### config.mk
export PLATFORM = sky130hd
export DESIGN_NAME = bt_baseband_top
export DESIGN_NICKNAME = d
export VERILOG_FILES = /design/src/rtl/bt_pkg.sv /design/src/rtl/bt_timebase.sv /design/src/rtl/bt_rx_window.sv /design/src/rtl/bt_sync_correlator.sv /design/src/rtl/bt_baseband_top.sv
export SDC_FILE = /design/constraint.sdc
export NUM_CORES = 1
export LEC_CHECK = 0
export ABC_AREA = 1
export BUFFER_PORTS_ARGS = -buffer_cell sky130_fd_sc_hd__buf_4
export CAP_MARGIN = 0
export CORE_ASPECT_RATIO = 0.5
export CORE_MARGIN = 5
export CORE_UTILIZATION = 49
export DETAILED_ROUTE_END_ITERATION = 6
export GPL_ROUTABILITY_DRIVEN = 0
export PLACE_DENSITY = 0.82
export SYNTH_ARGS = -nofsm -noshare
export SYNTH_HDL_FRONTEND = slang
export SYNTH_SLANG_ARGS = --single-unit
### constraint.sdc
create_clock -name clk_6M -period 6.25 [get_ports clk_6M]
set_clock_uncertainty 0.15 [all_clocks]
set_input_delay 1.5625 -clock clk_6M [delete_from_list [all_inputs] [get_ports clk_6M]]
set_output_delay 1.5625 -clock clk_6M [all_outputs]
set_load 0.01 [all_outputs]
### src/rtl/bt_pkg.sv
package bt_pkg;

  //////////////////////////////
  // timing constants
  //////////////////////////////

  // clk_6M cycles per 1 us bit strobe
  localparam int CLKS_PER_US = 6;

  // clk_6M cycles per native clock tick, 312.5 us
  localparam int CLKS_PER_HALF_SLOT = 1875;

  // prescaler and half-slot counter widths
  localparam int US_CNT_W = 3;
  localparam int HS_CNT_W = 11;

  //////////////////////////////
  // widths
  //////////////////////////////

  localparam int BT_CLK_W  = 28;
  localparam int SLOT_HI_W = BT_CLK_W - 2;
  localparam int SYNC_W    = 64;
  localparam int SCORE_W   = 7;
  localparam int THRESH_W  = 6;

  // access code select
  localparam logic [1:0] ACC_CAC  = 2'd0;
  localparam logic [1:0] ACC_DAC  = 2'd1;
  localparam logic [1:0] ACC_GIAC = 2'd2;
  localparam logic [1:0] ACC_DIAC = 2'd3;

  //////////////////////////////
  // clock word
  //////////////////////////////

  // whole count, or slot number plus half-slot phase
  typedef union packed {
    logic [BT_CLK_W-1:0] raw;
    struct packed {
      logic [SLOT_HI_W-1:0] slot_hi;
      logic [1:0]           phase;
    } parts;
  } bt_clk_u;

endpackage

### src/rtl/bt_timebase.sv
`timescale 1ns/1ps

module bt_timebase
  import bt_pkg::*;
(
  input  logic                clk_6M,
  input  logic                rstz,
  input  logic                is_master,
  input  logic [BT_CLK_W-1:0] slave_offset,
  output logic                p_1us,
  output logic                slot_p,
  output bt_clk_u             clkn,
  output bt_clk_u             clk
);

  logic [US_CNT_W-1:0] us_cnt;
  logic                us_wrap;
  logic [HS_CNT_W-1:0] hs_cnt;
  logic                hs_wrap;
  bt_clk_u             clk_nxt;

  //////////////////////////////
  // 1 us strobe
  //////////////////////////////

  assign us_wrap = (us_cnt == US_CNT_W'(CLKS_PER_US - 1));

  always_ff @(posedge clk_6M or negedge rstz)
  begin
    if (!rstz)
    begin
      us_cnt <= '0;
      p_1us  <= 1'b0;
    end
    else
    begin
      // strobe goes high as the prescaler wraps
      p_1us <= us_wrap;
      if (us_wrap)
        us_cnt <= '0;
      else
        us_cnt <= us_cnt + 1'b1;
    end
  end

  //////////////////////////////
  // native clock
  //////////////////////////////

  assign hs_wrap = (hs_cnt == HS_CNT_W'(CLKS_PER_HALF_SLOT - 1));

  always_ff @(posedge clk_6M or negedge rstz)
  begin
    if (!rstz)
    begin
      hs_cnt   <= '0;
      clkn.raw <= '0;
    end
    else
    begin
      if (hs_wrap)
      begin
        hs_cnt   <= '0;
        clkn.raw <= clkn.raw + 1'b1;
      end
      else
        hs_cnt <= hs_cnt + 1'b1;
    end
  end

  //////////////////////////////
  // piconet clock
  //////////////////////////////

  // slave runs on native clock plus offset, wraps mod 2^28
  always_comb
  begin
    if (is_master)
      clk_nxt.raw = clkn.raw;
    else
      clk_nxt.raw = clkn.raw + slave_offset;
  end

  always_ff @(posedge clk_6M or negedge rstz)
  begin
    if (!rstz)
    begin
      clk.raw <= '0;
      slot_p  <= 1'b0;
    end
    else
    begin
      clk    <= clk_nxt;
      // slot boundary when phase rolls over to zero
      slot_p <= (clk_nxt.parts.phase == 2'b00) && (clk.parts.phase != 2'b00);
    end
  end

endmodule

### src/rtl/bt_rx_window.sv
`timescale 1ns/1ps

module bt_rx_window
  import bt_pkg::*;
(
  input  logic              clk_6M,
  input  logic              rstz,
  input  logic              rxbit,
  input  logic              p_1us,
  output logic [SYNC_W-1:0] window,
  output logic              bit_p
);

  logic [1:0] rxbit_as;

  //////////////////////////////
  // resync
  //////////////////////////////

  // two flops, rxbit comes from the radio domain
  always_ff @(posedge clk_6M or negedge rstz)
  begin
    if (!rstz)
      rxbit_as <= 2'b00;
    else
      rxbit_as <= {rxbit_as[0], rxbit};
  end

  //////////////////////////////
  // sliding window
  //////////////////////////////

  // newest sample enters at bit 0
  always_ff @(posedge clk_6M or negedge rstz)
  begin
    if (!rstz)
      window <= '0;
    else if (p_1us)
      window <= {window[SYNC_W-2:0], rxbit_as[1]};
  end

  // new window valid in the cycle after the shift
  always_ff @(posedge clk_6M or negedge rstz)
  begin
    if (!rstz)
      bit_p <= 1'b0;
    else
      bit_p <= p_1us;
  end

endmodule

### src/rtl/bt_sync_correlator.sv
`timescale 1ns/1ps

module bt_sync_correlator
  import bt_pkg::*;
(
  input  logic                 clk_6M,
  input  logic                 rstz,
  input  logic                 bit_p,
  input  logic [SYNC_W-1:0]    window,
  input  logic [SYNC_W-1:0]    syncword_cac,
  input  logic [SYNC_W-1:0]    syncword_dac,
  input  logic [SYNC_W-1:0]    syncword_giac,
  input  logic [SYNC_W-1:0]    syncword_diac,
  input  logic [1:0]           access_sel,
  input  logic [THRESH_W-1:0]  correthreshold,
  input  bt_clk_u              clk,
  output logic                 corre_sync_p,
  output logic [SLOT_HI_W-1:0] sync_clk_hi
);

  logic [SYNC_W-1:0]  sync_sel;
  logic [SYNC_W-1:0]  agree;
  logic [SCORE_W-1:0] score;
  logic               score_vld;
  logic               hit;

  // number of set bits in a window-wide word
  function automatic logic [SCORE_W-1:0] count_ones(input logic [SYNC_W-1:0] v);
    logic [SCORE_W-1:0] n;
    n = '0;
    for (int i = 0; i < SYNC_W; i++)
      n = n + SCORE_W'(v[i]);
    return n;
  endfunction

  //////////////////////////////
  // sync word select
  //////////////////////////////

  always_comb
  begin
    case (access_sel)
      ACC_CAC:  sync_sel = syncword_cac;
      ACC_DAC:  sync_sel = syncword_dac;
      ACC_GIAC: sync_sel = syncword_giac;
      ACC_DIAC: sync_sel = syncword_diac;
      default:  sync_sel = syncword_cac;
    endcase
  end

  // ones where window and word agree
  assign agree = ~(window ^ sync_sel);

  //////////////////////////////
  // score and compare
  //////////////////////////////

  // stage 1, count taken on bit_p
  always_ff @(posedge clk_6M or negedge rstz)
  begin
    if (!rstz)
    begin
      score     <= '0;
      score_vld <= 1'b0;
    end
    else
    begin
      score_vld <= bit_p;
      if (bit_p)
        score <= count_ones(agree);
    end
  end

  assign hit = score_vld && (score >= {1'b0, correthreshold});

  // stage 2, pulse and slot capture
  always_ff @(posedge clk_6M or negedge rstz)
  begin
    if (!rstz)
    begin
      corre_sync_p <= 1'b0;
      sync_clk_hi  <= '0;
    end
    else
    begin
      corre_sync_p <= hit;
      if (hit)
        sync_clk_hi <= clk.parts.slot_hi;
    end
  end

endmodule

### src/rtl/bt_baseband_top.sv
`timescale 1ns/1ps

module bt_baseband_top
  import bt_pkg::*;
(
  input  logic                 clk_6M,
  input  logic                 rstz,
  input  logic                 is_master,
  input  logic                 rxbit,
  input  logic [BT_CLK_W-1:0]  slave_offset,
  input  logic [1:0]           access_sel,
  input  logic [SYNC_W-1:0]    syncword_cac,
  input  logic [SYNC_W-1:0]    syncword_dac,
  input  logic [SYNC_W-1:0]    syncword_giac,
  input  logic [SYNC_W-1:0]    syncword_diac,
  input  logic [THRESH_W-1:0]  correthreshold,
  output logic [BT_CLK_W-1:0]  clkn,
  output logic [BT_CLK_W-1:0]  clk,
  output logic                 p_1us,
  output logic                 slot_p,
  output logic                 corre_sync_p,
  output logic [SLOT_HI_W-1:0] sync_clk_hi
);

  bt_clk_u           clkn_w;
  bt_clk_u           clk_w;
  logic [SYNC_W-1:0] window;
  logic              bit_p;

  assign clkn = clkn_w.raw;
  assign clk  = clk_w.raw;

  //////////////////////////////
  // clocks
  //////////////////////////////

  bt_timebase timebase_u (
    .clk_6M       (clk_6M      ),
    .rstz         (rstz        ),
    .is_master    (is_master   ),
    .slave_offset (slave_offset),
    .p_1us        (p_1us       ),
    .slot_p       (slot_p      ),
    .clkn         (clkn_w      ),
    .clk          (clk_w       )
  );

  //////////////////////////////
  // receive path
  //////////////////////////////

  bt_rx_window rx_window_u (
    .clk_6M (clk_6M),
    .rstz   (rstz  ),
    .rxbit  (rxbit ),
    .p_1us  (p_1us ),
    .window (window),
    .bit_p  (bit_p )
  );

  bt_sync_correlator correlator_u (
    .clk_6M         (clk_6M        ),
    .rstz           (rstz          ),
    .bit_p          (bit_p         ),
    .window         (window        ),
    .syncword_cac   (syncword_cac  ),
    .syncword_dac   (syncword_dac  ),
    .syncword_giac  (syncword_giac ),
    .syncword_diac  (syncword_diac ),
    .access_sel     (access_sel    ),
    .correthreshold (correthreshold),
    .clk            (clk_w         ),
    .corre_sync_p   (corre_sync_p  ),
    .sync_clk_hi    (sync_clk_hi   )
  );

endmodule

==> results of run 1 <==
[through the flow]
stage          std cells  total power [uW]   util  setup TNS [ps]
2_1_floorplan       1826              6930      -           -9480
3_3_place_gp        2552              9360  0.638          -12380
3_5_place_dp        2552              9500  0.638          -13040
4_1_cts             2594             11500  0.669           -9290
5_1_grt             2601             14200  0.675          -10800
6_report            2601             13200  0.675           -9950
[routing by layer]
layer  global-route usage  share of wire  up-vias
met4                0.148          0.057        0
met1                0.370           0.37     6729
met3               0.0677          0.096      175
met2                0.520           0.48      781
li1                     -              -     6715
met5                    0              0        -
[placed cells by master, fill, tap and decap left out, types with 2 or more instances in the layout]
| cell | netlist | final |
|---|---|---|
| nand4_2 | 2 | 2 |
| xnor2_2 | 0 | 2 |
| buf_6 | 1 | 11 |
| clkinv_4 | 0 | 2 |
| nand2_2 | 1 | 5 |
| buf_4 | 0 | 441 |
| o21ai_0 | 103 | 89 |
| nor3_1 | 16 | 15 |
| buf_16 | 0 | 2 |
| fa_2 | 0 | 9 |
| buf_12 | 0 | 10 |
| o21ai_2 | 0 | 10 |
| clkbuf_16 | 0 | 17 |
| o22ai_1 | 2 | 2 |
| nor2_1 | 102 | 101 |
| dfrtp_1 | 174 | 173 |
| nand2_1 | 486 | 482 |
| nor2_4 | 3 | 4 |
| nand3b_1 | 9 | 9 |
| and2_1 | 3 | 3 |
| a21oi_2 | 0 | 3 |
| inv_1 | 246 | 238 |
| fa_1 | 55 | 46 |
| xnor2_1 | 35 | 33 |
| inv_8 | 0 | 5 |
| ha_1 | 52 | 51 |
| inv_6 | 0 | 3 |
| nand3_2 | 2 | 5 |
| inv_2 | 2 | 9 |
| nand3_1 | 208 | 205 |
| nor2_2 | 3 | 3 |
| buf_8 | 0 | 2 |
| o21ai_1 | 32 | 36 |
| nand4_1 | 79 | 79 |
| nor3_2 | 4 | 5 |
| clkinvlp_4 | 0 | 2 |
| a21oi_1 | 54 | 51 |
| xor2_1 | 57 | 56 |
| or2_2 | 6 | 7 |
[synthesized netlist by cell type]
master     number
and3_1          1
nand3_2         2
a21oi_1        54
o2111ai_2       1
o21ai_0       103
nor3b_1         1
mux2_2          1
nand2_4         1
nor4_1          1
buf_1           5
nand4_1        79
a21o_1          1
fa_1           55
clkbuf_1       49
buf_6           1
or2_2           6
nor2_2          3
nor4_2          1
buf_2          22
a31oi_1         1
or2_1           2
o211ai_1        1
inv_1         246
nand4_2         2
nor2_1        102
o21ai_1        32
ha_1           52
nand3b_1        9
xor2_1         57
dfrtp_1       174
nor2_4          3
and2_1          3
o22ai_1         2
xnor2_1        35
nor3_2          4
inv_2           2
nor3_1         16
nand2_2         1
o21bai_1        1
nand2_1       486
nand3_1       208
[worst paths after layout]
path                                               startpoint                           endpoint  cells after the start
max reg2reg                rx_window_u.window[24]$_DFFE_PN0P_  correlator_u.score[6]$_DFFE_PN0P_                     21
min                         rx_window_u.rxbit_as[0]$_DFF_PN0_  rx_window_u.rxbit_as[1]$_DFF_PN0_                      0
max                                             access_sel[1]  correlator_u.score[6]$_DFFE_PN0P_                     24
max in group asynchronous                                rstz  correlator_u.score[6]$_DFFE_PN0P_                      2
min reg2reg                 rx_window_u.rxbit_as[0]$_DFF_PN0_  rx_window_u.rxbit_as[1]$_DFF_PN0_                      0
min in group asynchronous                                rstz     timebase_u.hs_cnt[4]$_DFF_PN0_                      1
[area by class of cell]
type	count	area, um2	share of cell area
well taps	352	440	0.0245
diodes	1	2.50	0.000139
clock inverters	13	150	0.00837
repair buffers	467	3750	0.209
multi-input cells	1328	7870	0.439
inverters	248	938	0.0523
clock buffers	18	429	0.0239
flip-flops and latches	174	4360	0.243
[worst reg2reg max path: cells and delay by family (launching register included)]
kind	cells	cell delay (ps)
DFF	1	430
buffers and inverters	4	190
adders and majority gates	10	4900
xor gates and xnor gates	1	180
and+or+nand+nor	4	370
AOI/OAI and AO/OA	2	130
[registers in the layout, summed over array words and instances (netlist names), 2 cells and up]
| signal | count |
|---|---|
| timebase_u.clkn | 28 |
| correlator_u.sync_clk_hi | 26 |
| rx_window_u.rxbit_as | 2 |
| timebase_u.clk | 28 |
| timebase_u.us_cnt | 3 |
| rx_window_u.window | 64 |
| timebase_u.hs_cnt | 11 |
| correlator_u.score | 7 |
[power groups by stage]
stage	registers, uW	logic (uW)	clock network (uW)
after floorplan	1450	5480	0
after global placement	1430	7940	0
after detailed placement	1430	8070	0
after CTS	1410	9040	1070
after global routing	1420	11700	1120
final	1410	10800	1060
[kinds of logic after synthesis]
family,Yosys count,synth area share
DFF,174,0.327
buffers and inverters,325,0.0942
and+or+nand+nor,931,0.311
AOI/OAI and AO/OA,196,0.0752
muxes,1,0.000845
xor gates and xnor gates,92,0.0605
adders and majority gates,107,0.131
[timing repair]
item	4_1_cts	5_1_grt
pin swaps	12	14
resized for setup	32	34
endpoints found under the setup margin	7	7
setup buffers	7	6
cloned	4	0
==> run metrics, run 1 <==
dominant delay contributor by cell family on the critical path=adder cells; post-synth design cell area=around 13,000 um2; portion of synthesized cell area occupied by the leading cell type=0.327; via count of the first global-routing pass=around 14,000; total wire length=approximately 49 mm; Total Die Area=between 30,000 and 40,000 um2; crit path setup slack, layout=-1660 ps; clock buffer depth=2; portion of the post-synthesis area used by sequential elements=0.327; critical path data required time=6410 ps; worst slack after detailed placement=-2140 ps; failing checks=DRC, setup timing; fraction of the cycle the final worst path needs=1.27; cells taking the most area after synthesis=dfrtp_1 33%, nand2_1 14%, fa_1 8.3%, nand3_1 7.8%, inv_1 6.9%; distinct cell type count of the synthesized netlist=41; number of levels the H-tree was split into=4; Hold Crit Class=reg2reg; minimum clock period after layout=between 7000 and 8000 ps; post-DR wirelength/cell=18.8 um; series of cell instances along the critical path=buf_12 -> or2_4 -> buf_6 -> buf_16 -> nand4_1 -> o21ai_2 -> xnor2_2 -> fa_1 -> fa_2 -> fa_1 -> fa_1 -> fa_2 -> fa_1 -> fa_1 -> inv_1 -> fa_1 -> fa_2 -> fa_2 -> nand3_2 -> nand3_2 -> nand2_2 -> a21oi_2 -> nor3_2 -> a21oi_1; die outline width=243 um; final global-route overflow total=0; fraction of power consumed by the clock network=0.080; Starting DRT DRC Count=between 1,500 and 2,000; net switching fraction of the power=0.465; total vias in the final route=14,400; Buf/Inv on CP=4; number of maximum-capacitance constraint violations=0; final-report setup violation count=7; total number of nets in the final design=~2,600; clock sinks=between 150 and 200; starting density of the core=0.501; transition at the pin with the smallest max-transition slack=about 1100 ps; Register-to-Register Setup Slack=-220 ps; maximum frequency from static timing analysis=roughly 130 MHz; post-route worst hold slack=~210 ps; vias per cell=between 5 and 6; total CTS buffers=17; Area after DPL=17,000 um2; outcome=finished, violations left; layout cell share with drive strength beyond 1=0.254; internal power=between 7000 and 8000 uW; global-route wire length before repair=74.1 mm; synthesis warning total=0; number of max-slew violations in the final report=0; P_leak=slightly above 0.009 uW; Setup Crit Path Kind=in2reg; category of the worst setup path capture point=flip-flop; syn avg cell area=7.30 um2; clock tree from TritonCTS=yes; Overall Global Routing Usage=0.305; category of the worst setup path launch point=input port; unrepaired setup endpoints after global routing=true; Clock transition at path regs=70 ps; antenna violations before repair=1; area overhead of the layout relative to synthesis=34.6%; power density normalized to cell area=737 nW/um2; detailed-routing iteration count for the pre-antenna-repair pass=7; delay contributed by the slowest stage of the critical path=610 ps; floorplan row count=between 40 and 50; Max FO, Critical Path=10; count of endpoints failing hold in the final timing report=0; maximum number of pins on one net before global-route repair=around 110; final standard cell area without fillers=about 18,000 um2; Layout fillers=2,154; clock insertion delay at the later pin of the skew report=around 440 ps; synthesized net count=between 2,000 and 2,500; chip height=127 um; IO Port Bufs=380; cell count after synthesis=around 1,800; worst slew margin relative to its limit=0.259; arrival time of data at the critical path endpoint=just over 8000 ps; CTS Hold Bufs=0; HPWL reported at the end of detailed placement=between 30 and 40 mm; Placeable Area=around 27,000 um2; worst-path cell with the longest stage delay=fa_2; combinational fraction of design power=0.813; final routed DRC violation total=1; net switching power=6140 uW; cell at the root of the clock tree=clkbuf_16; I/O pin count=381; count of state elements after synthesis=174; worst vdd ir=roughly 2.6 mV; register share of total power=0.107; final antenna-violating net count=0; cell seen most often among critical-path stages=fa_1; most area-hungry cell type in the Yosys netlist=dfrtp_1
(Power assumes the default switching activity.)
==> run 2: changes to the inputs <==
Settings changed: MAX_ROUTING_LAYER set to met4, SLEW_MARGIN set to 20.
==> run metrics, run 2 (synthesis gave the netlist of run 1 again) <==
number of levels the H-tree was split into=4; category of the worst setup path launch point=input port; die outline width=about 240 um; HPWL reported at the end of detailed placement=39.0 mm; total wire length=slightly below 50 mm; starting density of the core=0.501; transition at the pin with the smallest max-transition slack=1000 ps; Overall Global Routing Usage=0.314; Clock transition at path regs=80 ps; Layout fillers=roughly 2,200; final global-route overflow total=0; Biggest register=rx_window_u.window; CTS Hold Bufs=0; number of maximum-capacitance constraint violations=0; total number of nets in the final design=approximately 2,600; outcome=finished, violations left; arrival time of data at the critical path endpoint=~8100 ps; total vias in the final route=between 10,000 and 15,000; Starting DRT DRC Count=about 1,700; fraction of power consumed by the clock network=0.080; total CTS buffers=17; antenna violations before repair=1; cell count after placement=2,552; chip height=between 100 and 150 um; count of endpoints failing hold in the final timing report=0; vias per cell=roughly 5.5; clock buffer depth=2; worst slew margin relative to its limit=0.328; combinational fraction of design power=0.813; total area of multi-input combinational cells=a little under 8000 um2; commonest cells after routing, fill and taps aside=482 x nand2_1, 441 x buf_4, 237 x inv_1, 205 x nand3_1, 173 x dfrtp_1; unrepaired setup endpoints after global routing=true; final-report setup violation count=7; P_leak=between 0.009 and 0.01 uW; Max FO, Critical Path=10; post-DR wirelength/cell=18.9 um; Hold Crit Class=reg2reg; failing checks=setup timing; registers with the most flip-flops=rx_window_u.window (64), timebase_u.clk (28), timebase_u.clkn (28); net switching fraction of the power=0.465; via count of the first global-routing pass=13,700; critical path data required time=around 6400 ps; clock insertion delay at the later pin of the skew report=450 ps; worst vdd ir=between 2 and 3 mV; final routed DRC violation total=0; layout cell share with drive strength beyond 1=0.254; most common library cell in the layout ignoring fill and taps=nand2_1; flip-flop count of the largest register, all copies and words added=64; IO Port Bufs=between 300 and 400; post-route worst hold slack=between 200 and 250 ps; Placeable Area=roughly 27,000 um2; net switching power=around 6000 uW; minimum clock period after layout=7920 ps; area overhead of the layout relative to synthesis=34.6%; final antenna-violating net count=0; clock tree from TritonCTS=yes; I/O pin count=381; fraction of the cycle the final worst path needs=1.27; maximum frequency from static timing analysis=around 130 MHz; Total Die Area=a little over 30,000 um2; number of max-slew violations in the final report=0; cell at the root of the clock tree=clkbuf_16; floorplan row count=42; internal power=between 7000 and 8000 uW; clock sinks=174; power density normalized to cell area=~740 nW/um2; maximum number of pins on one net before global-route repair=106; Register Area=4360 um2; category of the worst setup path capture point=flip-flop; Setup Crit Path Kind=in2reg; non-filler instance count after layout=approximately 2,600; global-route wire length before repair=74.2 mm; crit path setup slack, layout=-1670 ps; register share of total power=0.107; detailed-routing iteration count for the pre-antenna-repair pass=6
-- run 2: cell count changes in the layout (fill, tap and decap cells not counted), sizes merged --
cell / delta
clkinv: +1
inv: -1
-- run 2: power groups by stage --
stage | logic (uW) | registers, uW | clock network [uW]
2_1_floorplan | 5480 | 1450 | 0
3_3_place_gp | 7940 | 1430 | 0
3_5_place_dp | 8070 | 1430 | 0
4_1_cts | 9040 | 1410 | 1070
5_1_grt | 11700 | 1420 | 1120
6_report | 10700 | 1410 | 1060
-- run 2: final timing paths --
check                                                    from                                end  cells after the start  slack [ps]
max                                             access_sel[1]  correlator_u.score[6]$_DFFE_PN0P_                     24       -1670
min                         rx_window_u.rxbit_as[0]$_DFF_PN0_  rx_window_u.rxbit_as[1]$_DFF_PN0_                      0         210
max reg2reg                rx_window_u.window[24]$_DFFE_PN0P_  correlator_u.score[6]$_DFFE_PN0P_                     21        -210
min reg2reg                 rx_window_u.rxbit_as[0]$_DFF_PN0_  rx_window_u.rxbit_as[1]$_DFF_PN0_                      0         210
max in group asynchronous                                rstz  correlator_u.score[6]$_DFFE_PN0P_                      2        3800
min in group asynchronous                                rstz     timebase_u.hs_cnt[5]$_DFF_PN0_                      1        1020
-- run 2: per-layer routing --
metal  vias up  global-route usage  wire length, um  part of all wire
li1       6708                   -                -                 -
met2       800               0.522            23500              0.48
met1      6669               0.372            18100              0.37
met5         -                   -                0                 0
met4         0               0.147             2770             0.056
met3       186              0.0616             4710             0.096
-- run 2: cell type report --
class | instances | area share
Antenna cell | 1 | 0.000139
Clock buffer | 18 | 0.0239
Clock inverter | 13 | 0.00837
Inverter | 248 | 0.0523
Multi-Input combinational cell | 1328 | 0.439
Sequential cell | 174 | 0.243
Tap cell | 352 | 0.0245
Timing Repair Buffer | 467 | 0.209
-- run 2: through the flow --
step                      cell area, um2  setup TNS [ps]  total power, uW  worst slack, ps   util
after detailed placement           17000          -13040             9500            -2140  0.638
after global placement             17000          -12380             9360            -2020  0.638
after global routing               17900          -10880            14200            -1800  0.675
after floorplan                    13500           -9480             6930            -1630      -
final                              17900          -10060            13200            -1670  0.675
after CTS                          17800           -9290            11500            -1580  0.669
-- run 2: repair_timing --
action                     CTS  global route
setup buffers                7             6
gates resized for setup     32            35
pin swaps                   12            14
gates cloned                 4             0
setup endpoints to repair    7             7
-- run 2: worst max-delay path, stage by stage --
cell	delay (ps)
buf_12	120
or2_4	320
buf_6	160
buf_16	140
nand4_1	130
o21ai_2	90
xnor2_2	140
fa_1	480
fa_2	610
fa_1	440
fa_1	500
fa_2	610
fa_1	450
fa_1	510
inv_1	50
fa_1	460
fa_2	380
fa_2	420
nand3_2	80
nand3_2	80
nand2_2	90
a21oi_2	70
nor3_2	120
a21oi_1	60
